### src/source/core_pkg.sv
`default_nettype none

package core_pkg;

    localparam int DATA_W     = 32;
    localparam int REG_ADDR_W = 5;

    // Primary opcodes
    localparam logic [5:0] OP_SPECIAL = 6'h00;
    localparam logic [5:0] OP_ADDIU   = 6'h09;
    localparam logic [5:0] OP_SLTI    = 6'h0a;
    localparam logic [5:0] OP_SLTIU   = 6'h0b;
    localparam logic [5:0] OP_ANDI    = 6'h0c;
    localparam logic [5:0] OP_ORI     = 6'h0d;
    localparam logic [5:0] OP_XORI    = 6'h0e;
    localparam logic [5:0] OP_LUI     = 6'h0f;

    // SPECIAL function codes
    localparam logic [5:0] FN_SLL   = 6'h00;
    localparam logic [5:0] FN_SRL   = 6'h02;
    localparam logic [5:0] FN_SRA   = 6'h03;
    localparam logic [5:0] FN_MFHI  = 6'h10;
    localparam logic [5:0] FN_MTHI  = 6'h11;
    localparam logic [5:0] FN_MFLO  = 6'h12;
    localparam logic [5:0] FN_MTLO  = 6'h13;
    localparam logic [5:0] FN_MULT  = 6'h18;
    localparam logic [5:0] FN_MULTU = 6'h19;
    localparam logic [5:0] FN_ADDU  = 6'h21;
    localparam logic [5:0] FN_SUBU  = 6'h23;
    localparam logic [5:0] FN_AND   = 6'h24;
    localparam logic [5:0] FN_OR    = 6'h25;
    localparam logic [5:0] FN_XOR   = 6'h26;
    localparam logic [5:0] FN_NOR   = 6'h27;
    localparam logic [5:0] FN_SLT   = 6'h2a;
    localparam logic [5:0] FN_SLTU  = 6'h2b;

    typedef struct packed {
        logic [5:0]            opcode;
        logic [REG_ADDR_W-1:0] rs;
        logic [REG_ADDR_W-1:0] rt;
        logic [REG_ADDR_W-1:0] rd;
        logic [4:0]            shamt;
        logic [5:0]            funct;
    } r_fields_t;

    typedef struct packed {
        logic [5:0]            opcode;
        logic [REG_ADDR_W-1:0] rs;
        logic [REG_ADDR_W-1:0] rt;
        logic [15:0]           imm;
    } i_fields_t;

    // One instruction word, seen as either format
    typedef union packed {
        r_fields_t rtype;
        i_fields_t itype;
    } instr_u;

    typedef enum logic [3:0] {
        ALU_ADD,
        ALU_SUB,
        ALU_AND,
        ALU_OR,
        ALU_XOR,
        ALU_NOR,
        ALU_SLT,
        ALU_SLTU,
        ALU_SLL,
        ALU_SRL,
        ALU_SRA,
        ALU_LUI
    } alu_op_e;

    typedef enum logic [1:0] {
        WB_ALU,
        WB_HI,
        WB_LO
    } wb_src_e;

    typedef enum logic {
        HILO_PROD,
        HILO_RS
    } hilo_src_e;

    typedef struct packed {
        logic                  valid;
        alu_op_e               alu_op;
        logic [DATA_W-1:0]     opr1;
        logic [DATA_W-1:0]     opr2;
        logic [4:0]            shamt;
        logic                  mult_signed;
        logic                  gpr_we;
        logic [REG_ADDR_W-1:0] waddr;
        wb_src_e               wb_src;
        logic                  hi_we;
        logic                  lo_we;
        hilo_src_e             hilo_src;
    } exec_ctl_t;

    typedef struct packed {
        logic                  valid;
        logic [DATA_W-1:0]     alu_result;
        logic [DATA_W-1:0]     prod_hi;
        logic [DATA_W-1:0]     prod_lo;
        logic [DATA_W-1:0]     rs_value;
        logic                  gpr_we;
        logic [REG_ADDR_W-1:0] waddr;
        wb_src_e               wb_src;
        logic                  hi_we;
        logic                  lo_we;
        hilo_src_e             hilo_src;
    } result_ctl_t;

    typedef struct packed {
        logic                  valid;
        logic [REG_ADDR_W-1:0] waddr;
        logic [DATA_W-1:0]     wdata;
    } wb_t;

endpackage

`default_nettype wire

### src/source/result_stage.sv
`timescale 1ns/100ps
`default_nettype none

module result_stage import core_pkg::*; (
    input  wire         i_clk,
    input  wire         i_reset,
    input  result_ctl_t i_result,
    output wb_t         o_wb
);

    logic [DATA_W-1:0] hi_q;
    logic [DATA_W-1:0] lo_q;
    logic [DATA_W-1:0] hi_d;
    logic [DATA_W-1:0] lo_d;
    logic [DATA_W-1:0] wdata;
    logic              wb_valid;

    assign hi_d = (i_result.hilo_src == HILO_RS) ? i_result.rs_value : i_result.prod_hi;
    assign lo_d = (i_result.hilo_src == HILO_RS) ? i_result.rs_value : i_result.prod_lo;

    // mfhi/mflo see HI and LO before this cycle's update
    always_comb begin
        case (i_result.wb_src)
            WB_HI:   wdata = hi_q;
            WB_LO:   wdata = lo_q;
            default: wdata = i_result.alu_result;
        endcase
    end

    assign wb_valid = i_result.valid && i_result.gpr_we && (i_result.waddr != '0);

    always_ff @(posedge i_clk) begin
        if (i_reset) begin
            hi_q <= '0;
            lo_q <= '0;
        end else if (i_result.valid) begin
            if (i_result.hi_we) begin
                hi_q <= hi_d;
            end
            if (i_result.lo_we) begin
                lo_q <= lo_d;
            end
        end
    end

    always_ff @(posedge i_clk) begin
        if (i_reset) begin
            o_wb.valid <= 1'b0;
        end else begin
            o_wb.valid <= wb_valid;
            o_wb.waddr <= i_result.waddr;
            o_wb.wdata <= wdata;
        end
    end

    // No record ever targets r0
    a_wb_not_r0: assert property (
        @(posedge i_clk) disable iff (i_reset)
        o_wb.valid |-> (o_wb.waddr != '0)
    );

endmodule

`default_nettype wire

### config.mk
export PLATFORM = sky130hd
export DESIGN_NAME = result_stage
export DESIGN_NICKNAME = d
export VERILOG_FILES = /design/src/source/core_pkg.sv /design/src/source/result_stage.sv
export SDC_FILE = /design/constraint.sdc
export NUM_CORES = 1
export LEC_CHECK = 0
export BUFFER_PORTS_ARGS = -buffer_cell sky130_fd_sc_hd__buf_2
export CAP_MARGIN = 20
export CORE_MARGIN = 2
export CORE_UTILIZATION = 38
export DETAILED_ROUTE_END_ITERATION = 6
export REMOVE_ABC_BUFFERS = 1
export SLEW_MARGIN = 30
export SYNTH_ARGS = -nofsm -noshare
export SYNTH_HDL_FRONTEND = slang
export SYNTH_SLANG_ARGS = --single-unit
### constraint.sdc
create_clock -name i_clk -period 2.2 [get_ports i_clk]
set_clock_uncertainty 0.1 [all_clocks]
set_input_delay 0.33 -clock i_clk [delete_from_list [all_inputs] [get_ports i_clk]]
set_output_delay 0.33 -clock i_clk [all_outputs]
set_load 0.02 [all_outputs]
; Yosys cells after proc, flatten, opt, wreduce, memory -nomap -nowiden
; Index checks and enable logic that the tools add are counted.
[op_classes]
n_reduce_logical = 5
n_eq_ne = 2
n_mux = 3
[op_table]
columns = op, n
row1 = 2-to-1 mux 32 bit, 2
row2 = one-hot mux 32 bit (2 select lines), 1
row3 = nonzero test 5 bit, 1
row4 = AND reduction 2 bit, 2
row5 = "== test 2 x 1 -> 1 bit, second input constant", 1
row6 = "== test 2 bit, second input constant", 1
row7 = logical AND 1 bit, 2
[word_totals]
in_bits = 142
output_inout_bits = 38
ff_bits = 102
elab_cells = 15

; Logic depth before layout (Yosys ltp)
; Gate-level depths: netlist of the first run.
[logic_depth]
depth_word = 2
mapped_depth = 6
mapped_depth_nobuf = 4

; Least setup slack after synthesis of the first run
; Ideal clock, no wire load.
[synth_path]
kind = in2reg
from = input i_reset
to = register o_wb[0] (netlist name), enable pin
arrival_ns = 1.248
stages = 2
path_buffers = 1
slack_ns = 0.460
setup_time_ns = 0.392
required_ns = 1.708
cell_sequence = buf_2 > inv_1
[synth_lines]
columns = item, line_no
row1 = start: declaration, result_stage.sv:6  ; input wire i_reset,
row2 = end: declaration, result_stage.sv:8  ; output wb_t o_wb
; No word-level cell between the ends.

; Final worst setup path of the first run
[layout_path]
from = input i_result[3] (netlist name)
to = register o_wb[17] (netlist name), data pin
[layout_between]
elab_chain_cells = 2
word_cells_on_any_way = 3
classes_between = eq/ne: 2 / mux: 1
[layout_lines]
columns = item, line_no
row1 = start: declaration, result_stage.sv:7  ; input result_ctl_t i_result,
row2 = == test 2 bit / == test 2 x 1 -> 1 bit (equally long branches), result_stage.sv:23  ; case (i_result.wb_src)
row3 = one-hot mux 32 bit (2 select lines) *, result_stage.sv:23
row4 = via wdata[17], result_stage.sv:15  ; logic [DATA_W-1:0] wdata;
; The timed path passes the listed nets; every way through them passes the cells marked *.
; A chain may end at the register's enable or synchronous reset.

==> impl_summary.log, run 1 <==
INFO  metric p_per_area = 700.4 nW/µm²
INFO  metric initialDrtViolationCount = 258
INFO  metric boundaryPins = 180
INFO  metric final_antenna_net_count = 0
INFO  metric critical-path-slowest-cell = sky130_fd_sc_hd__ha_2
INFO  metric tightest_slew = 0.8084 ns
INFO  metric number_of_standard_cells_after_synthesis = 484
INFO  metric clock_insertion_delay_worst_skew = 0.34 ns
INFO  metric p_int = 3325 µW
INFO  metric multiInputGateArea = 2604 µm²
INFO  metric crit_path_start_kind = primary input
INFO  metric static-leakage-power = 0.002569 µW
INFO  metric clk_pin_slew_worst_paths = 0.07 ns
INFO  metric ctsHtreeMaxLevel = 3
INFO  metric switching_pwr = 1266 µW
INFO  metric io_buffer_count = 179
INFO  metric timing.final.hold_violations = 0
INFO  metric timing_worst_setup_path_type = in -> reg
INFO  metric run_status = completed
INFO  metric most-common-layout-cells = 177 x sky130_fd_sc_hd__buf_2, 65 x sky130_fd_sc_hd__dfxtp_1, 64 x sky130_fd_sc_hd__nand2b_1, 64 x sky130_fd_sc_hd__a21oi_1, 63 x sky130_fd_sc_hd__a311oi_2
INFO  metric power_frac_clock = 34.0%
INFO  metric drv.max_cap_violation_count = 0
INFO  metric final-seq-area = 2412 µm²
INFO  metric final-instance-count-excl-fill = 820
INFO  metric period_share = 68.11%
INFO  metric synth-seq-area-share = 44.81%
INFO  metric ir_drop_worst_case_vdd = 0.0003503 V
INFO  metric final.setup.tns = 0 ns
INFO  metric clk_tree_root_cell = sky130_fd_sc_hd__clkbuf_16
INFO  metric cp_cell_sequence = buf_2 > inv_1 > ha_2 > a22oi_1 > o21ai_1
INFO  metric area.growth.synth_to_final = 21.75%
INFO  metric timing.final.setup_violations = 0
INFO  metric die_height = 123.0 µm
INFO  metric critical_path_arrival = 1.59 ns
INFO  metric synth.lib_cells_used.distinct = 22
INFO  metric power.share.switching = 27.58%
INFO  metric dr.pass1.iters = 5
INFO  metric detail_routed_via_count_per_cell = 5.363
INFO  metric ctsResizeCount = 0
INFO  metric path_max_fanout = 32
INFO  metric core_area = 13880 µm²
INFO  metric finalWorstPathRequiredPeriod = 1.498 ns
INFO  metric mostFrequentLayoutCell = sky130_fd_sc_hd__buf_2
INFO  metric die_width = 123.0 µm
INFO  metric drt-total-wl = 15090 µm
INFO  metric grt_antenna_before_repair = 0
INFO  metric yosys_warnings = 0
INFO  metric worstHoldPathType = in -> reg
INFO  metric grt_setup_unrepaired = no
INFO  metric finish.net_count = 779
INFO  metric wl_per_cell = 18.40 µm
INFO  metric numClockSinks = 102
INFO  metric antenna-diode-count = 0
INFO  metric site_rows = 43
INFO  metric cts-hold-fix-buffers = 0
INFO  metric dp.final_hpwl = 10040 µm
INFO  metric cp_slowest_stage_delay = 0.71 ns
INFO  metric grt.overflow.total = 0
INFO  metric first_global_vias = 4356
INFO  metric timing.slew.headroom = 46.11%
INFO  metric finalWeightedCongestion = 0.7753
INFO  metric placed_cells = 804
INFO  metric wire_length_of_the_first_global_routing_pass = 22800 µm
INFO  metric initial_core_util = 38.79%
INFO  metric comb_power_share = 18.9%
INFO  metric grt_use_total = 19.73%
INFO  metric largest_net_degree_at_the_start_of_global_routing = 97
INFO  metric detail_route.drc_violations = 0
INFO  metric cts.path.max_buffers = 2
INFO  metric post_cts_setup_buffers = 0
INFO  metric final_layout_size_suffix_gt1_share = 47.34%
INFO  metric dr_total_vias = 4398
INFO  metric tritoncts = built
INFO  metric floorplan.die_area = 15140 µm²
INFO  metric crit_required = 2.29 ns
INFO  metric fill_cells = 1347
INFO  metric synth_area = 5384 µm²
INFO  metric end_kind = flop
INFO  metric clock_buffers_created_by_tritoncts = 9
INFO  metric fmaxAchievable = 667.4 MHz
INFO  metric synth.ff_latch_count = 102
INFO  metric pwr-share-seq = 47.1%
INFO  metric avgSynthCellArea = 11.12 µm²
INFO  metric final_max_slew_viol_count = 0
[sequential cells by signal, summed over array words and instances (netlist names)]
| name | count |
|---|---|
| o_wb | 38 |
| lo_q | 32 |
| hi_q | 32 |
[routing by layer]
metal	GRT usage (%)	part of all wire, %	wire length (µm)	up-vias
li1	-	-	-	2106
met1	26.10	44	6598	2086
met2	33.53	48	7214	192
met3	2.860	7.4	1109	14
met4	5.753	1.1	165	0
met5	0	0	0	-
[power groups by stage]
stage | logic, µW | clock network, µW | registers [µW]
global route | 944 | 1680 | 2170
global placement | 855 | 0 | 2200
CTS | 872 | 1590 | 2160
detailed placement | 872 | 0 | 2200
finish | 866 | 1560 | 2160
floorplan | 382 | 0 | 2270
[worst max-delay path: cells and delay by family]
kind                     cells  cell delay, ns
AO/OA/AOI/OAI                2            0.38
adder cells (fa/ha/maj)      1            0.71
buffers and inverters        2            0.17
[kinds of logic (layout without fill, tap and decap cells)]
logic type / after synthesis / count (layout) / synth area share (%)
flops: 102 / 102 / 44.81
compound gates: 193 / 193 / 31.33
buf+inv: 56 / 212 / 6.902
fa+ha+maj: 2 / 2 / 0.4647
simple gates: 131 / 131 / 16.50
[worst paths after layout]
kind | slack, ns | start | to | cells past startpoint
worst max register to register | 1.25 | lo_q[17]$_SDFFE_PP0P_ | o_wb[17]$_DFFE_PN_ | 2
worst max-delay path | 0.70 | i_result[3] | o_wb[17]$_DFFE_PN_ | 5
worst min-delay path | 0.08 | i_result[6] | o_wb[33]$_DFFE_PN_ | 1
worst min register to register | 0.44 | lo_q[0]$_SDFFE_PP0P_ | lo_q[0]$_SDFFE_PP0P_ | 2
[layout make-up]
class                   instances  area share, %
clock inverters                 4         0.7253
flip-flops and latches        102          36.80
multi-input cells             326          39.72
repair buffers                193          15.54
well taps                     180          3.436
inverters                       3         0.1718
clock buffers                  12          3.608
[cell usage after synthesis (all sizes together)]
library cell / number / share of area, %
buf: 40 / 5.8
ha: 2 / 0.46
inv: 3 / 0.21
a21oi: 64 / 5.9
and2: 2 / 0.28
or4: 1 / 0.14
nand2: 64 / 8.6
clkbuf: 13 / 0.91
dfxtp: 65 / 24
a311oi: 64 / 18
edfxtp: 37 / 21
o21ai: 32 / 3.0
o2111a: 1 / 0.21
a22oi: 32 / 4.5
nand2b: 64 / 7.4
[per-stage QoR]
| step | hold slack [ns] | setup WS (ns) | utilization (%) | cell area (µm²) | total power [µW] |
|---|---|---|---|---|---|
| floorplan | 0.2979 | 0.1497 | - | 5024 | 2647 |
| global placement | 0.4126 | 0.4003 | 45.18 | 6271 | 3054 |
| detailed placement | 0.4233 | 0.3464 | 45.18 | 6271 | 3076 |
| CTS | 0.07329 | 0.7052 | 47.22 | 6555 | 4623 |
| global route | 0.07837 | 0.5464 | 47.22 | 6555 | 4795 |
| finish | 0.08177 | 0.7016 | 47.22 | 6555 | 4591 |
Note: power is estimated with default switching activity, not from simulation.
==> run 2, diff against run 1 <==
Clock period 2.2 ns to 1.5 ns, I/O delays scaled along.
==> impl_summary.log, run 2 (synthesized netlist as in run 1, its figures left out) <==
INFO  metric dr_total_vias = 4377 (-0.48%)
INFO  metric drt-total-wl = 14920 µm (-1.1%)
INFO  metric clk_pin_slew_worst_paths = 0.06 ns (about the same)
INFO  metric tightest_slew = 0.6146 ns (-0.1938 ns)
INFO  metric grt_antenna_before_repair = 0 (unchanged)
INFO  metric floorplan.die_area = 15140 µm² (unchanged)
INFO  metric timing.slew.headroom = 59.03% (+13 points)
INFO  metric busiest_layer = met2
INFO  metric run_status = completed
INFO  metric core_area = 13880 µm² (unchanged)
INFO  metric multiInputGateArea = 2604 µm² (unchanged)
INFO  metric initial_core_util = 38.79% (unchanged)
INFO  metric worstHoldPathType = in -> reg
INFO  metric finalWorstPathRequiredPeriod = 1.456 ns
INFO  metric boundaryPins = 180 (unchanged)
INFO  metric static-leakage-power = 0.002659 µW (+3.5%)
INFO  metric largest-register = o_wb
INFO  metric largest_net_degree_at_the_start_of_global_routing = 44 (-55%)
INFO  metric pwr-share-seq = 47.5% (+0.4 points)
INFO  metric grt.overflow.total = 0 (unchanged)
INFO  metric crit_path_start_kind = primary input
INFO  metric grt_use_total = 19.87% (+0.14 points)
INFO  metric period_share = 97.07%
INFO  metric layout_setup_ws = 0.04396 ns (-0.6577 ns)
INFO  metric mostFrequentLayoutCell = sky130_fd_sc_hd__buf_2
INFO  metric grtUsageMet3 = 2.629% (-0.23 points)
INFO  metric finalWeightedCongestion = 0.7681 (-0.93%)
INFO  metric path_max_fanout = 2 (-94%)
INFO  metric final-seq-area = 2412 µm² (unchanged)
INFO  metric end_kind = flop
INFO  metric p_int = 4818 µW (+45%)
INFO  metric p_total = 6659 µW (+45%)
INFO  metric first_global_vias = 4487 (+3.0%)
INFO  metric fill_cells = 1317 (-2.2%)
INFO  metric most-common-layout-cells = 176 x sky130_fd_sc_hd__buf_2, 65 x sky130_fd_sc_hd__dfxtp_1, 64 x sky130_fd_sc_hd__nand2b_1, 64 x sky130_fd_sc_hd__a21oi_1, 63 x sky130_fd_sc_hd__a311oi_2
INFO  metric clock_insertion_delay_worst_skew = 0.34 ns (about the same)
INFO  metric tritoncts = built
INFO  metric switching_pwr = 1842 µW (+45%)
INFO  metric dpl-instance-area = 6451 µm² (+2.9%)
INFO  metric p_per_area = 985.1 nW/µm² (+41%)
INFO  metric die_width = 123.0 µm (unchanged)
INFO  metric die_height = 123.0 µm (unchanged)
INFO  metric wl_per_cell = 17.89 µm (-2.7%)
INFO  metric dr.pass1.iters = 5 (unchanged)
INFO  metric final_layout_size_suffix_gt1_share = 47.17% (-0.18 points)
INFO  metric timing.final.setup_violations = 0 (unchanged)
INFO  metric timing.final.hold_violations = 0 (unchanged)
INFO  metric clock_buffers_created_by_tritoncts = 9 (unchanged)
INFO  metric numClockSinks = 102 (unchanged)
INFO  metric grt_use_met1 = 26.12% (about the same)
INFO  metric timing_worst_setup_path_type = in -> reg
INFO  metric ctsHtreeMaxLevel = 3 (unchanged)
INFO  metric power_frac_clock = 32.2% (-1.8 points)
INFO  metric cts.path.max_buffers = 2 (unchanged)
INFO  metric finish.net_count = 792 (+1.7%)
INFO  metric initialDrtViolationCount = 384 (+49%)
INFO  metric ctsResizeCount = 0 (unchanged)
INFO  metric dp.final_hpwl = 10330 µm (+2.9%)
INFO  metric area.growth.synth_to_final = 25.56%
INFO  metric detail_routed_via_count_per_cell = 5.248 (-2.1%)
INFO  metric use_met2 = 34.01% (+0.48 points)
INFO  metric critical_path_arrival = 1.59 ns (about the same)
INFO  metric detail_route.drc_violations = 0 (unchanged)
INFO  metric clk_tree_root_cell = sky130_fd_sc_hd__clkbuf_16
INFO  metric final_max_slew_viol_count = 0 (unchanged)
INFO  metric site_rows = 43 (unchanged)
INFO  metric grt_setup_unrepaired = no
INFO  metric wire_length_of_the_first_global_routing_pass = 22970 µm (+0.73%)
INFO  metric biggestRegsByFlops = o_wb x38, hi_q x32, lo_q x32
INFO  metric number_of_flip_flops_under_the_largest_register_name = 38 (unchanged)
INFO  metric drv.max_cap_violation_count = 0 (unchanged)
INFO  metric ir_drop_worst_case_vdd = 0.0005632 V (+61%)
INFO  metric crit_required = 1.63 ns (-0.66 ns)
INFO  metric fmaxAchievable = 686.8 MHz
INFO  metric final_antenna_net_count = 0 (unchanged)
INFO  metric pre_cts_ws = 0.04422 ns (-0.3022 ns)
INFO  metric comb_power_share = 20.3% (+1.4 points)
INFO  metric io_buffer_count = 179 (unchanged)
INFO  metric final_cell_area = 6760 µm² (+3.1%)
INFO  metric post_cts_setup_buffers = 0 (unchanged)
INFO  metric power.share.switching = 27.65% (+0.077 points)
[run 2: changes by cell type in the layout (fill, tap and decap cells not counted)]
cell,delta
sky130_fd_sc_hd__buf_12,+9
sky130_fd_sc_hd__buf_2,-1
sky130_fd_sc_hd__bufinv_16,-1
sky130_fd_sc_hd__clkbuf_1,+1
sky130_fd_sc_hd__clkbuf_8,+1
sky130_fd_sc_hd__clkinv_1,+2
sky130_fd_sc_hd__clkinv_2,-2
sky130_fd_sc_hd__clkinvlp_4,-1
sky130_fd_sc_hd__diode_2,+1
sky130_fd_sc_hd__dlygate4sd3_1,+5
[run 2: metal layers]
metal / part of all wire (%) / vias to the layer above / wire length, µm
met5: 0 / - / 0
met4: 0.99 / 0 / 147
met3: 7.7 / 10 / 1148
met2: 48 / 170 / 7090
met1: 44 / 2055 / 6536
li1: - / 2142 / -
[run 2: power by group through the flow]
stage	Clock, µW	Sequential [µW]	Combinational (µW)
floorplan	0	3320	560
global placement	0	3220	1330
detailed placement	0	3220	1360
CTS	2200	3160	1370
global route	2300	3180	1470
finish	2140	3160	1350
[run 2: stage by stage]
stage | utilization, % | hold slack, ns | instances | setup TNS (ns)
after detailed placement | 46.48 | 0.3211 | 813 | 0
after global routing | 48.68 | 0.03663 | 833 | 0
final | 48.70 | 0.04403 | 834 | 0
after global placement | 46.48 | 0.3195 | 813 | 0
after CTS | 48.72 | 0.03238 | 834 | 0
after floorplan | - | 0.1929 | 431 | -22.17
[run 2: timing repair]
item / CTS / global route
endpoints found under the hold margin: 5 / 0
setup endpoints to repair: 0 / 1
hold buffers: 5 / 0
[run 2: final timing paths]
path | start | end | slack (ns) | cells past startpoint
worst max-delay path | i_result[7] | o_wb[37]$_SDFF_PP0_ | 0.04 | 4
worst min-delay path | i_result[10] | o_wb[37]$_SDFF_PP0_ | 0.04 | 2
worst max register to register | lo_q[20]$_SDFFE_PP0P_ | o_wb[20]$_DFFE_PN_ | 0.54 | 2
worst min register to register | lo_q[0]$_SDFFE_PP0P_ | lo_q[0]$_SDFFE_PP0P_ | 0.45 | 2
[run 2: final cells by class]
| cell class | count | area share [%] |
|---|---|---|
| antenna | 1 | 0.03702 |
| tap | 180 | 3.331 |
| multi-input combinational | 326 | 38.52 |
| timing repair buffer | 206 | 18.40 |
| clock inverter | 2 | 0.1110 |
| clock buffer | 14 | 3.757 |
| sequential | 102 | 35.68 |
| inverter | 3 | 0.1666 |
[run 2: critical path: stages]
cell	delay [ns]
sky130_fd_sc_hd__dlygate4sd3_1	0.54
sky130_fd_sc_hd__buf_2	0.14
sky130_fd_sc_hd__or4_1	0.45
sky130_fd_sc_hd__o2111a_1	0.23
