**config.mk**
```make
export PLATFORM = sky130hd
export DESIGN_NAME = decode_stage
export DESIGN_NICKNAME = d
export VERILOG_FILES = /design/src/source/core_pkg.sv /design/src/source/decode_stage.sv
export SDC_FILE = /design/constraint.sdc
export NUM_CORES = 1
export LEC_CHECK = 0
export BUFFER_PORTS_ARGS = -buffer_cell sky130_fd_sc_hd__buf_2
export CORE_MARGIN = 2
export CORE_UTILIZATION = 30
export DETAILED_ROUTE_END_ITERATION = 8
export MAX_ROUTING_LAYER = met4
export PLACE_DENSITY_LB_ADDON = 0.2
export SLEW_MARGIN = 20
export SYNTH_ARGS = -nofsm -noshare
export SYNTH_HDL_FRONTEND = slang
export SYNTH_SLANG_ARGS = --single-unit
```
**constraint.sdc**
```tcl
create_clock -name i_clk -period 2.7 [get_ports i_clk]
set_input_delay 0 -clock i_clk [delete_from_list [all_inputs] [get_ports i_clk]]
set_output_delay 0 -clock i_clk [all_outputs]
set_load 0.05 [all_outputs]
```
**src/source/core_pkg.sv**
```systemverilog
`default_nettype none

package core_pkg;

    localparam int DATA_W     = 32;
    localparam int REG_ADDR_W = 5;

    // Primary opcodes
    localparam logic [5:0] OP_SPECIAL = 6'h00;
    localparam logic [5:0] OP_ADDIU   = 6'h09;
    localparam logic [5:0] OP_SLTI    = 6'h0a;
    localparam logic [5:0] OP_SLTIU   = 6'h0b;
    localparam logic [5:0] OP_ANDI    = 6'h0c;
    localparam logic [5:0] OP_ORI     = 6'h0d;
    localparam logic [5:0] OP_XORI    = 6'h0e;
    localparam logic [5:0] OP_LUI     = 6'h0f;

    // SPECIAL function codes
    localparam logic [5:0] FN_SLL   = 6'h00;
    localparam logic [5:0] FN_SRL   = 6'h02;
    localparam logic [5:0] FN_SRA   = 6'h03;
    localparam logic [5:0] FN_MFHI  = 6'h10;
    localparam logic [5:0] FN_MTHI  = 6'h11;
    localparam logic [5:0] FN_MFLO  = 6'h12;
    localparam logic [5:0] FN_MTLO  = 6'h13;
    localparam logic [5:0] FN_MULT  = 6'h18;
    localparam logic [5:0] FN_MULTU = 6'h19;
    localparam logic [5:0] FN_ADDU  = 6'h21;
    localparam logic [5:0] FN_SUBU  = 6'h23;
    localparam logic [5:0] FN_AND   = 6'h24;
    localparam logic [5:0] FN_OR    = 6'h25;
    localparam logic [5:0] FN_XOR   = 6'h26;
    localparam logic [5:0] FN_NOR   = 6'h27;
    localparam logic [5:0] FN_SLT   = 6'h2a;
    localparam logic [5:0] FN_SLTU  = 6'h2b;

    typedef struct packed {
        logic [5:0]            opcode;
        logic [REG_ADDR_W-1:0] rs;
        logic [REG_ADDR_W-1:0] rt;
        logic [REG_ADDR_W-1:0] rd;
        logic [4:0]            shamt;
        logic [5:0]            funct;
    } r_fields_t;

    typedef struct packed {
        logic [5:0]            opcode;
        logic [REG_ADDR_W-1:0] rs;
        logic [REG_ADDR_W-1:0] rt;
        logic [15:0]           imm;
    } i_fields_t;

    // One instruction word, seen as either format
    typedef union packed {
        r_fields_t rtype;
        i_fields_t itype;
    } instr_u;

    typedef enum logic [3:0] {
        ALU_ADD,
        ALU_SUB,
        ALU_AND,
        ALU_OR,
        ALU_XOR,
        ALU_NOR,
        ALU_SLT,
        ALU_SLTU,
        ALU_SLL,
        ALU_SRL,
        ALU_SRA,
        ALU_LUI
    } alu_op_e;

    typedef enum logic [1:0] {
        WB_ALU,
        WB_HI,
        WB_LO
    } wb_src_e;

    typedef enum logic {
        HILO_PROD,
        HILO_RS
    } hilo_src_e;

    typedef struct packed {
        logic                  valid;
        alu_op_e               alu_op;
        logic [DATA_W-1:0]     opr1;
        logic [DATA_W-1:0]     opr2;
        logic [4:0]            shamt;
        logic                  mult_signed;
        logic                  gpr_we;
        logic [REG_ADDR_W-1:0] waddr;
        wb_src_e               wb_src;
        logic                  hi_we;
        logic                  lo_we;
        hilo_src_e             hilo_src;
    } exec_ctl_t;

    typedef struct packed {
        logic                  valid;
        logic [DATA_W-1:0]     alu_result;
        logic [DATA_W-1:0]     prod_hi;
        logic [DATA_W-1:0]     prod_lo;
        logic [DATA_W-1:0]     rs_value;
        logic                  gpr_we;
        logic [REG_ADDR_W-1:0] waddr;
        wb_src_e               wb_src;
        logic                  hi_we;
        logic                  lo_we;
        hilo_src_e             hilo_src;
    } result_ctl_t;

    typedef struct packed {
        logic                  valid;
        logic [REG_ADDR_W-1:0] waddr;
        logic [DATA_W-1:0]     wdata;
    } wb_t;

endpackage

`default_nettype wire

```
**src/source/decode_stage.sv**
```systemverilog
`timescale 1ns/100ps
`default_nettype none

module decode_stage import core_pkg::*; (
    input  wire                    i_clk,
    input  wire                    i_reset,
    input  wire                    i_valid,
    input  instr_u                 i_instr,
    output logic [REG_ADDR_W-1:0]  o_raddr1,
    output logic [REG_ADDR_W-1:0]  o_raddr2,
    input  wire [DATA_W-1:0]       i_rdata1,
    input  wire [DATA_W-1:0]       i_rdata2,
    output exec_ctl_t              o_exec
);

    exec_ctl_t         exec_d;
    logic [DATA_W-1:0] imm_sext;
    logic [DATA_W-1:0] imm_zext;
    logic [DATA_W-1:0] imm_upper;

    assign o_raddr1 = i_instr.rtype.rs;
    assign o_raddr2 = i_instr.rtype.rt;

    assign imm_sext  = {{(DATA_W-16){i_instr.itype.imm[15]}}, i_instr.itype.imm};
    assign imm_zext  = {{(DATA_W-16){1'b0}}, i_instr.itype.imm};
    assign imm_upper = {i_instr.itype.imm, 16'h0000};

    always_comb begin
        exec_d             = '0;
        exec_d.valid       = i_valid;
        exec_d.alu_op      = ALU_ADD;
        exec_d.opr1        = i_rdata1;
        exec_d.opr2        = i_rdata2;
        exec_d.shamt       = i_instr.rtype.shamt;
        exec_d.waddr       = i_instr.rtype.rd;
        exec_d.wb_src      = WB_ALU;
        exec_d.hilo_src    = HILO_PROD;

        case (i_instr.rtype.opcode)
            OP_SPECIAL: begin
                exec_d.gpr_we = 1'b1;
                case (i_instr.rtype.funct)
                    FN_SLL:  exec_d.alu_op = ALU_SLL;
                    FN_SRL:  exec_d.alu_op = ALU_SRL;
                    FN_SRA:  exec_d.alu_op = ALU_SRA;
                    FN_ADDU: exec_d.alu_op = ALU_ADD;
                    FN_SUBU: exec_d.alu_op = ALU_SUB;
                    FN_AND:  exec_d.alu_op = ALU_AND;
                    FN_OR:   exec_d.alu_op = ALU_OR;
                    FN_XOR:  exec_d.alu_op = ALU_XOR;
                    FN_NOR:  exec_d.alu_op = ALU_NOR;
                    FN_SLT:  exec_d.alu_op = ALU_SLT;
                    FN_SLTU: exec_d.alu_op = ALU_SLTU;
                    FN_MFHI: exec_d.wb_src = WB_HI;
                    FN_MFLO: exec_d.wb_src = WB_LO;
                    FN_MTHI: begin
                        exec_d.gpr_we   = 1'b0;
                        exec_d.hi_we    = 1'b1;
                        exec_d.hilo_src = HILO_RS;
                    end
                    FN_MTLO: begin
                        exec_d.gpr_we   = 1'b0;
                        exec_d.lo_we    = 1'b1;
                        exec_d.hilo_src = HILO_RS;
                    end
                    FN_MULT, FN_MULTU: begin
                        exec_d.gpr_we      = 1'b0;
                        exec_d.hi_we       = 1'b1;
                        exec_d.lo_we       = 1'b1;
                        exec_d.mult_signed = (i_instr.rtype.funct == FN_MULT);
                    end
                    default: exec_d.gpr_we = 1'b0;
                endcase
            end
            OP_ADDIU, OP_SLTI, OP_SLTIU, OP_ANDI, OP_ORI, OP_XORI, OP_LUI: begin
                // I-type writes rt
                exec_d.gpr_we = 1'b1;
                exec_d.waddr  = i_instr.itype.rt;
                case (i_instr.itype.opcode)
                    OP_ADDIU: begin
                        exec_d.alu_op = ALU_ADD;
                        exec_d.opr2   = imm_sext;
                    end
                    OP_SLTI: begin
                        exec_d.alu_op = ALU_SLT;
                        exec_d.opr2   = imm_sext;
                    end
                    OP_SLTIU: begin
                        exec_d.alu_op = ALU_SLTU;
                        exec_d.opr2   = imm_sext;
                    end
                    OP_ANDI: begin
                        exec_d.alu_op = ALU_AND;
                        exec_d.opr2   = imm_zext;
                    end
                    OP_ORI: begin
                        exec_d.alu_op = ALU_OR;
                        exec_d.opr2   = imm_zext;
                    end
                    OP_XORI: begin
                        exec_d.alu_op = ALU_XOR;
                        exec_d.opr2   = imm_zext;
                    end
                    default: begin
                        exec_d.alu_op = ALU_LUI;
                        exec_d.opr2   = imm_upper;
                    end
                endcase
            end
            default: exec_d.gpr_we = 1'b0;
        endcase
    end

    always_ff @(posedge i_clk) begin
        if (i_reset) begin
            o_exec.valid <= 1'b0;
        end else begin
            o_exec <= exec_d;
        end
    end

endmodule

`default_nettype wire

```
Word level (Yosys, flattened, before mapping)
Cells that the tools add are included.
- register bits after elaboration: 86
- bits of input ports: 99
- output and inout port bits: 96
- logic and storage cells: 58
- equality and inequality tests: 23
- mux-type cells: 12
- reductions and logical operators: 11
- operators with widths (kind ; number):
    32-bit case mux with 2 select lines ; 1
    6-bit equality test, second input constant ; 8
    6-bit by 4-bit equality test with 1-bit output, second input constant ; 7
    4-bit case mux with 10 select lines ; 1
    6-bit by 5-bit equality test with 1-bit output, second input constant ; 6
    32-bit 2-to-1 mux ; 1
    4-bit case mux with 6 select lines ; 1
    13-bit OR reduction ; 1
    6-bit by 2-bit equality test with 1-bit output, second input constant ; 2
    6-bit logical NOT ; 2
    3-bit OR reduction ; 4
    4-bit case mux with 2 select lines ; 1
    7-bit OR reduction ; 1
    5-bit 2-to-1 mux ; 1
    1-bit 2-to-1 mux ; 4
    2-bit case mux with 2 select lines ; 1
    2-bit OR reduction ; 2
    1-bit case mux with 2 select lines ; 1
    2-bit AND reduction ; 1

Logic depth before layout (Yosys ltp)
Gate-level depths: netlist (run 1).
- word-level depth: 4
- mapped depth: 6
- depth with buffers taken out: 4

Least setup slack after synthesis (run 1)
Ideal clock, no wire load.
- path type: input-to-reg
- start point: input i_reset
- end point: register o_exec[0] (netlist name) (enable)
- arrival time: 1646 ps
- required time: 2262 ps
- path slack: 616 ps
- stages on the path: 1
- buffers on the path: 0
- cell sequence: inv_1
- RTL lines (what ; line ; RTL):
    start: declaration ; decode_stage.sv:6 ; input wire i_reset,
    end: declaration ; decode_stage.sv:13 ; output exec_ctl_t o_exec
No word-level cell between the ends.

==> impl_metrics.ini, run 1 <==
[drt]
wirelength_mm = 10.78
via_per_inst = 4.680
drt_iter0_drc = 179
wl_per_cell_microns = 16.51
vias = 3056
firstDrtPassIters = 4
drc = 0
postRouteAntennaNets = 0

[global_route]
antenna_found_initial = 0
grtUsageTotal = 0.1744
grt.overflow.total = 0
grt_max_degree = 57
grt_pass1_vias = 3069
grt_pass1_wl_mm = 16.30

[worst_setup_path]
crit_slowest_cell = nor3b_4
crit_required_ps = 2900
max_stage_delay_ps = 570
cp-end-kind = register
critPathBufInv = 3
worst_setup_path_start_kind = primary input
worst-path-max-fanout = 11
crit_arrival_ps = 2110
crit_chain = buf_2 -> or3b_4 -> nor3b_4 -> buf_4 -> a22o_1 -> dlygate4sd3_1
worstSetupPathType = primary input to register
path_delay_family = simple AND/OR/NAND/NOR gates

[yosys]
synth_top_area_frac = 0.7265
synth_nets = 344
syn_avg_cell_area_sq_um = 14.34
netlist_area_sq_um = 3513
synth_compound_gate_area_share = 0.07372
muxShareOfSynthArea = 0
synth_cells = 245
synthArstFlopShare = 0
yosys.area_share.simple = 0.1478
synth_flop_cell = edfxtp_1
yosysTopAreaCell = edfxtp_1
synthAdderAreaFrac = 0
synth_commonest_cells = 85 x edfxtp_1, 38 x nand2_1, 26 x nand3_1
synth_top_family_by_area = simple AND/OR/NAND/NOR gates
synthXorXnorAreaFrac = 0.002493
yosysMostFrequentCell = edfxtp_1
yosysWarnings = 0
synth_edf_count = 85
yosysSeqAreaShare = 0.7322
synth_seq_cells = 86
synth_area_leaders = edfxtp_1 73%, nand2_1 4.1%, a22o_1 4.0%
ys_types = 38

[die]
initial_core_util = 0.3077
die_width_microns = 112.2
die-area_sq_um = 12590
rows = 39
io_pins = 195
core-area_sq_um = 11420
fp.dieH_microns = 112.2

[layout]
largest_register_ffs = 86
reg_top3 = o_exec: 86 flops
nNetsFinal = 605
top_register = o_exec
post-route-util = 0.4951
antenna_cells = 0
drive_gt1_frac = 0.4176
syn2layout_area_growth_pct = 60.90

[clock_network]
post_cts_buffers = 0
cts.sinks = 86
cts_tree = yes
cts_hold_buf = 85
cts_resized = 0
clk_pin_slew_worst_paths_ps = 60
cts_buffers = 9
cts-root-buf = clkbuf_16
cts_htree_levels = 3
cts_max_path_buffers = 2

[timing]
period_minus_slack_ps = 1911
slew_headroom = 0.5168
setup-tns-final_ps = 0
rsz0062_at_grt = false
setup_ws_ps = 789.2
drv_slew = 0
maxClockFrequency_ghz = 0.5233
setup_viol = 0
period_share = 0.7077
worst_pin_slew_ps = 722.6
hold_viol = 0

[placement]
gp_congestion = 0.7595
io_buffers = 184
pre_cts_slack_ps = 944.4
dp_hpwl_mm = 7.080

[power]
peakVddDrop_mv = 0.3986
switchingPower_mw = 1.085
swShare = 0.2984
power_leakage_nw = 2.459
power_frac_clock = 0.327
pwr-share-comb = 0.227
pwr-share-seq = 0.446
power_density_nw_per_um2 = 643.0
intPower_mw = 2.550

[job]
max_cap_viol_count = 0

[min_path]
hold_class = primary input to output pin

[status]
status = complete, no violations
[final cells by class]
class,instances,area (sq um)
clock buffers,11,232.7
well taps,143,178.9
flip-flops and latches,86,2572
repair buffers,273,1814
inverters,4,16.27
clock inverters,4,48.80
fillers,1041,5766
multi-input cells,132,789.5
[power by group through the flow]
stage / Clock (mW) / Sequential [mW] / Combinational, mW
after floorplan: 0 / 2.04 / 0.141
after global placement: 0 / 1.65 / 0.718
after detailed placement: 0 / 1.65 / 0.723
after CTS: 1.22 / 1.62 / 0.825
after global routing: 1.27 / 1.63 / 0.867
final: 1.19 / 1.62 / 0.827
[cells by family (layout without fill, tap and decap cells)]
group                     Yosys count  in the layout
DFF                                86             86
and+or+nand+nor                    98             98
xor gates and xnor gates            1              1
buffers and inverters              27            292
AOI/OAI and AO/OA                  33             33
[stage by stage]
step	instances	area, sq um	power [mW]	hold WS, ps
after CTS	653	5653	3.664	0.5889
after floorplan	245	3513	2.178	71.61
after detailed placement	553	4521	2.373	0.5889
after global routing	653	5653	3.770	0.07382
final	653	5653	3.635	0.01929
after global placement	553	4521	2.365	0.5889
[final timing paths]
check	depth (start not counted)	from	slack, ps	to
setup / recovery	6	i_instr[31]	790	o_exec[28]
hold / removal	0	i_instr[22]	0.02	o_raddr1[1]
[cells in the final DEF (no fill, tap or decap), types with 2 or more instances in the layout]
cell type	n
buf_2	184
clkbuf_16	9
o311ai_0	3
clkbuf_1	2
inv_1	3
nand2_1	38
nor2b_1	3
a22o_1	16
buf_4	3
o21ai_0	5
a21oi_1	3
nand3_1	26
nor2_1	10
edfxtp_1	85
clkinv_2	3
nor3_2	3
nand3b_1	2
dlygate4sd3_1	85
[routing by layer]
| metal | track usage | vias up | share of wire |
|---|---|---|---|
| met1 | 0.2112 | 1448 | 0.42 |
| met2 | 0.2916 | 142 | 0.49 |
| met4 | 0.06504 | 0 | 0.014 |
| li1 | - | 1444 | - |
| met5 | - | - | 0 |
| met3 | 0.03294 | 22 | 0.068 |
Power figures use the tool's default switching activity.
==> inputs of run 2 (changes only) <==
--- a/config.mk
+++ b/config.mk
@@ -5,6 +5,7 @@
 export SDC_FILE = /design/constraint.sdc
 export NUM_CORES = 1
 export LEC_CHECK = 0
+export ABC_AREA = 1
 export BUFFER_PORTS_ARGS = -buffer_cell sky130_fd_sc_hd__buf_2
 export CORE_MARGIN = 2
 export CORE_UTILIZATION = 30
==> constraint.sdc (replaced) <==
create_clock -name i_clk -period 1.9 [get_ports i_clk]
set_input_delay 0 -clock i_clk [delete_from_list [all_inputs] [get_ports i_clk]]
set_output_delay 0 -clock i_clk [all_outputs]
set_load 0.05 [all_outputs]
==> run 2 against run 1 <==
Compared with the run above:
- die area increased by 2.1%
- first-iteration DRC count up 15%
- clock power up 58%
- clock-buffer cell count fell by 1
- non-clock buffer count is 5 higher
- largest power group unchanged
- highest routed layer unchanged
==> impl_metrics.ini, run 2 <==
[power]
peakVddDrop_mv = 0.4685
power_leakage_nw = 2.652
power_density_nw_per_um2 = 925.3

[worst_setup_path]
worst_setup_path_start_kind = primary input
cp-end-kind = register
crit_required_ps = 1990
max_stage_delay_ps = 540
crit_arrival_ps = 1660
worst-path-max-fanout = 19
crit_chain = buf_2 -> nor2_2 -> inv_2 -> nor2_2 -> inv_2 -> nand2_4 -> inv_2 -> buf_4 -> nand2_1 -> nand2_1 -> dlygate4sd3_1
crit_path_frequent_cell = inv_2
crit_slowest_cell = dlygate4sd3_1
worstSetupPathType = primary input to register

[die]
initial_core_util = 0.3103
rows = 39
die-area_sq_um = 12850
fp.dieH_microns = 113.4
die_width_microns = 113.4
core-area_sq_um = 11560
io_pins = 195

[layout]
multi_input_comb_area_sq_um = 802.0
top_register = o_exec
nFillCells = 1058
nNetsFinal = 679
antenna_cells = 0
reg_top3 = o_exec: 86 flops
syn2layout_area_growth_pct = 61.51
layout_common_cells = 184 x buf_2, 106 x nand2_1, 87 x dlygate4sd3_1
drive_gt1_frac = 0.3658
largest_register_ffs = 86
layout_commonest_cell = buf_2
seq_area_sq_um = 2572
postLayoutCellArea_sq_um = 5796

[clock_network]
cts.sinks = 86
clk_pin_slew_worst_paths_ps = 60
cts_tree = yes
post_cts_buffers = 0
cts-root-buf = clkbuf_16
cts_htree_levels = 3
cts_buffers = 9
cts_max_path_buffers = 2

[global_route]
grt_pass1_vias = 3350
grt_util_met3 = 0.04251
grt_pass1_wl_mm = 16.72
grt.overflow.total = 0
top_usage_layer = met2
grtUsageTotal = 0.1780
grtUsageMet2 = 0.2950
gr-usage-met1 = 0.2022
grt_max_degree = 86
antenna_found_initial = 0

[yosys]
synth_seq_cells = 86
syn_avg_cell_area_sq_um = 11.58
synth_edf_count = 85
synth_area_leaders = edfxtp_1 71%, nand2_1 11%, nand3_1 6.3%
yosysTopAreaCell = edfxtp_1
yosysWarnings = 0
yosysSeqAreaShare = 0.7169
synth_nets = 409
synth_cells = 310
netlist_area_sq_um = 3588
ys_types = 20
synth_flop_cell = edfxtp_1
synth_top_area_frac = 0.7113
synth_commonest_cells = 106 x nand2_1, 85 x edfxtp_1, 45 x nand3_1
synthArstFlopShare = 0
yosysMostFrequentCell = nand2_1

[placement]
io_buffers = 184
place_area_sq_um = 4611
gp_congestion = 0.8986
dp_hpwl_mm = 7.304
pre_cts_slack_ps = 453.1

[timing]
period_minus_slack_ps = 1572
maxClockFrequency_ghz = 0.6360
slew_headroom = 0.6573
worst_pin_slew_ps = 512.1
hold_viol = 0
drv_slew = 0
setup-tns-final_ps = 0
rsz0062_at_grt = false
setup_viol = 0
setup_ws_ps = 327.8
period_share = 0.8275

[status]
status = complete, no violations

[drt]
drt_iter0_drc = 206
vias = 3309
drc = 0
wl_per_cell_microns = 15.19
postRouteAntennaNets = 0
via_per_inst = 4.545
firstDrtPassIters = 4
wirelength_mm = 11.06

[job]
max_cap_viol_count = 0

[min_path]
hold_class = primary input to output pin
[run 2: metrics by stage]
step                total power, mW    util  hold WS (ps)  cells
finish                        5.363  0.5011       0.01933    728
global route                  5.565  0.5011       0.07183    728
CTS                           5.418  0.5011        0.5889    728
detailed placement            3.378  0.3987        0.5889    625
global placement              3.372  0.3987        0.5889    625
floorplan                     3.099       -         71.18    310
[run 2: kinds of logic (layout without fill, tap and decap cells)]
group	Yosys count	in the layout	synth area share
AOI/OAI and AO/OA	7	7	0.01046
buffers and inverters	37	312	0.05962
DFF	86	86	0.7169
and+or+nand+nor	180	180	0.2130
[run 2: final timing paths]
check        start     endpoint  slack (ps)  cells after the start
max    i_instr[31]   o_exec[28]         330                     11
min    i_instr[25]  o_raddr1[4]        0.02                      0
[run 2: power breakdown]
| group | switching (mW) | total, mW | internal [mW] |
|---|---|---|---|
| Sequential | 0.0378 | 2.30 | 2.26 |
| Combinational | 0.839 | 1.19 | 0.346 |
| Clock | 0.728 | 1.88 | 1.15 |
| Total | 1.60 | 5.36 | 3.76 |
[run 2: cell type report]
type,count,share of cell area
multi-input combinational,187,0.1384
clock buffer,10,0.03951
clock inverter,6,0.01468
tap,143,0.03087
sequential,86,0.4439
timing repair buffer,278,0.3204
inverter,18,0.01231
[run 2: per-layer routing]
metal	routed length (microns)	share of wire
met1	4559	0.41
met2	5229	0.47
met3	914	0.083
met4	358	0.032
met5	0	0
[run 2: critical path, delay by kind of cell]
family	cells	cell delay, ps
and+or+nand+nor	5	630
buffers and inverters	6	1020
[run 2: timing repair]
action / CTS / global route
hold buffers: 87 / 0
gates resized for setup: 0 / 0
hold endpoints to repair: 76 / 0
==> inputs of run 3 (changes only) <==
==> constraint.sdc (replaced) <==
create_clock -name i_clk -period 1.4 [get_ports i_clk]
set_input_delay 0 -clock i_clk [delete_from_list [all_inputs] [get_ports i_clk]]
set_output_delay 0 -clock i_clk [all_outputs]
set_load 0.05 [all_outputs]
==> run 3 against run 2 <==
Compared with the run above:
- non-clock buffer count is 1 lower
- critical path type unchanged
- design area is 0.39% lower
- clock-buffer cell count is 4 higher
- worst hold slack hardly changed
- clock power is 15% higher
- setup slack worse by 250 ps
- global-route usage is 0.47 points lower
- highest routed layer unchanged
- sequential cell count stayed put
- sequential power is 36% higher
- critical path depth stayed put
- utilization is 0.19 points lower
- critical endpoint is now o_exec[7]
==> impl_metrics.ini, run 3 (synthesis gave the netlist of run 2 again) <==
[status]
status = complete, no violations

[global_route]
antenna_found_initial = 0
grt_max_degree = 48
grt_pass1_vias = 3334
grt.overflow.total = 0
grt_pass1_wl_mm = 16.53
grtUsageTotal = 0.1734

[layout]
post-route-util = 0.4992
largest_register_ffs = 86
syn2layout_area_growth_pct = 60.88
antenna_cells = 0
nNetsFinal = 678
drive_gt1_frac = 0.3750
layout_common_cells = 184 x buf_2, 106 x nand2_1, 85 x edfxtp_1
layout_commonest_cell = buf_2
reg_top3 = o_exec: 86 flops
top_register = o_exec

[timing]
period_minus_slack_ps = 1322
hold_viol = 0
period_share = 0.9441
maxClockFrequency_ghz = 0.7566
worst_pin_slew_ps = 344.8
drv_slew = 0
rsz0062_at_grt = false
slew_headroom = 0.7693
setup_viol = 0

[job]
max_cap_viol_count = 0

[min_path]
hold_class = primary input to output pin

[drt]
wirelength_mm = 10.91
drc = 0
wl_per_cell_microns = 15.01
firstDrtPassIters = 4
vias = 3265
via_per_inst = 4.491
drt_iter0_drc = 255
postRouteAntennaNets = 0

[die]
io_pins = 195
die-area_sq_um = 12850
fp.dieH_microns = 113.4
rows = 39
die_width_microns = 113.4
core-area_sq_um = 11560
initial_core_util = 0.3103

[worst_setup_path]
worst_setup_path_start_kind = primary input
cp-end-kind = register
worstSetupPathType = primary input to register
crit_arrival_ps = 1400
worst-path-max-fanout = 17
crit_required_ps = 1480

[placement]
gp_congestion = 0.8385
dp_hpwl_mm = 7.415
io_buffers = 184

[power]
power.total_mw = 6.899
peakVddDrop_mv = 0.4551
power_density_nw_per_um2 = 1195
power_leakage_nw = 2.645

[clock_network]
cts_tree = yes
cts.sinks = 86
clk_pin_slew_worst_paths_ps = 60
cts_max_path_buffers = 2
cts-root-buf = clkbuf_16
cts_buffers = 9
post_cts_buffers = 0
cts_htree_levels = 3
[run 3: cell count changes in the layout (fill, tap and decap cells not counted)]
cell           delta
buf_12            +3
buf_4             +2
bufinv_16         -2
clkbuf_1          +3
clkbuf_8          +1
clkinv_1          -1
dlygate4sd3_1     -6
inv_6             -1
nor2_1            -2
nor2_2            +1
nor2_4            +1
[run 3: metal layers]
| layer | vias up | track usage | wire (microns) |
|---|---|---|---|
| met1 | 1481 | 0.1932 | 4396 |
| met2 | 168 | 0.3038 | 5385 |
| li1 | 1596 | - | - |
| met4 | 0 | 0.06667 | 218 |
| met5 | - | - | 0 |
| met3 | 20 | 0.03879 | 911 |
[run 3: path summary, 6_finish.rpt]
path | start | end | slack, ps | depth (start not counted)
worst min-delay path | i_instr[21] | o_raddr1[0] | 0.02 | 0
worst max-delay path | i_instr[31] | o_exec[7] | 80 | 11
[run 3: critical path, cell delays in order]
cell and delay, ps:
buf_2 110, nor2_4 150, inv_2 50, nor2_2 110, inv_2 60, nand2_4 60
inv_2 60, buf_12 150, nand2_1 50, nand2_1 50, dlygate4sd3_1 550
[run 3: area by class of cell]
cell class	instances	area (sq um)
fillers	1053	5792
multi-input cells	187	812.0
well taps	143	178.9
clock inverters	2	12.51
clock buffers	14	254.0
repair buffers	277	1872
flip-flops and latches	86	2572
inverters	18	71.32
[run 3: through the flow]
step                setup WS, ps  area [sq um]  setup TNS [ps]  cells  hold slack, ps
floorplan                 -187.5          3592          -15940    310           71.18
global placement           180.4          4686               0    630          0.5889
detailed placement         166.2          4686               0    630          0.5889
CTS                        53.73          5763               0    727          0.5889
global route               2.033          5773               0    727         0.07183
finish                     78.21          5773               0    727         0.02197
[run 3: repair_timing]
item                                    in CTS  in global routing
endpoints found under the hold margin       75                  0
resized for setup                            0                  3
hold buffers                                81                  0
endpoints found under the setup margin       0                  3
[run 3: power breakdown]
group          leakage (nW)  internal (mW)  total (mW)  switching [mW]
Clock                 0.127           1.25        2.16           0.914
Combinational          1.68          0.472        1.61            1.14
Sequential            0.837           3.07        3.12          0.0526
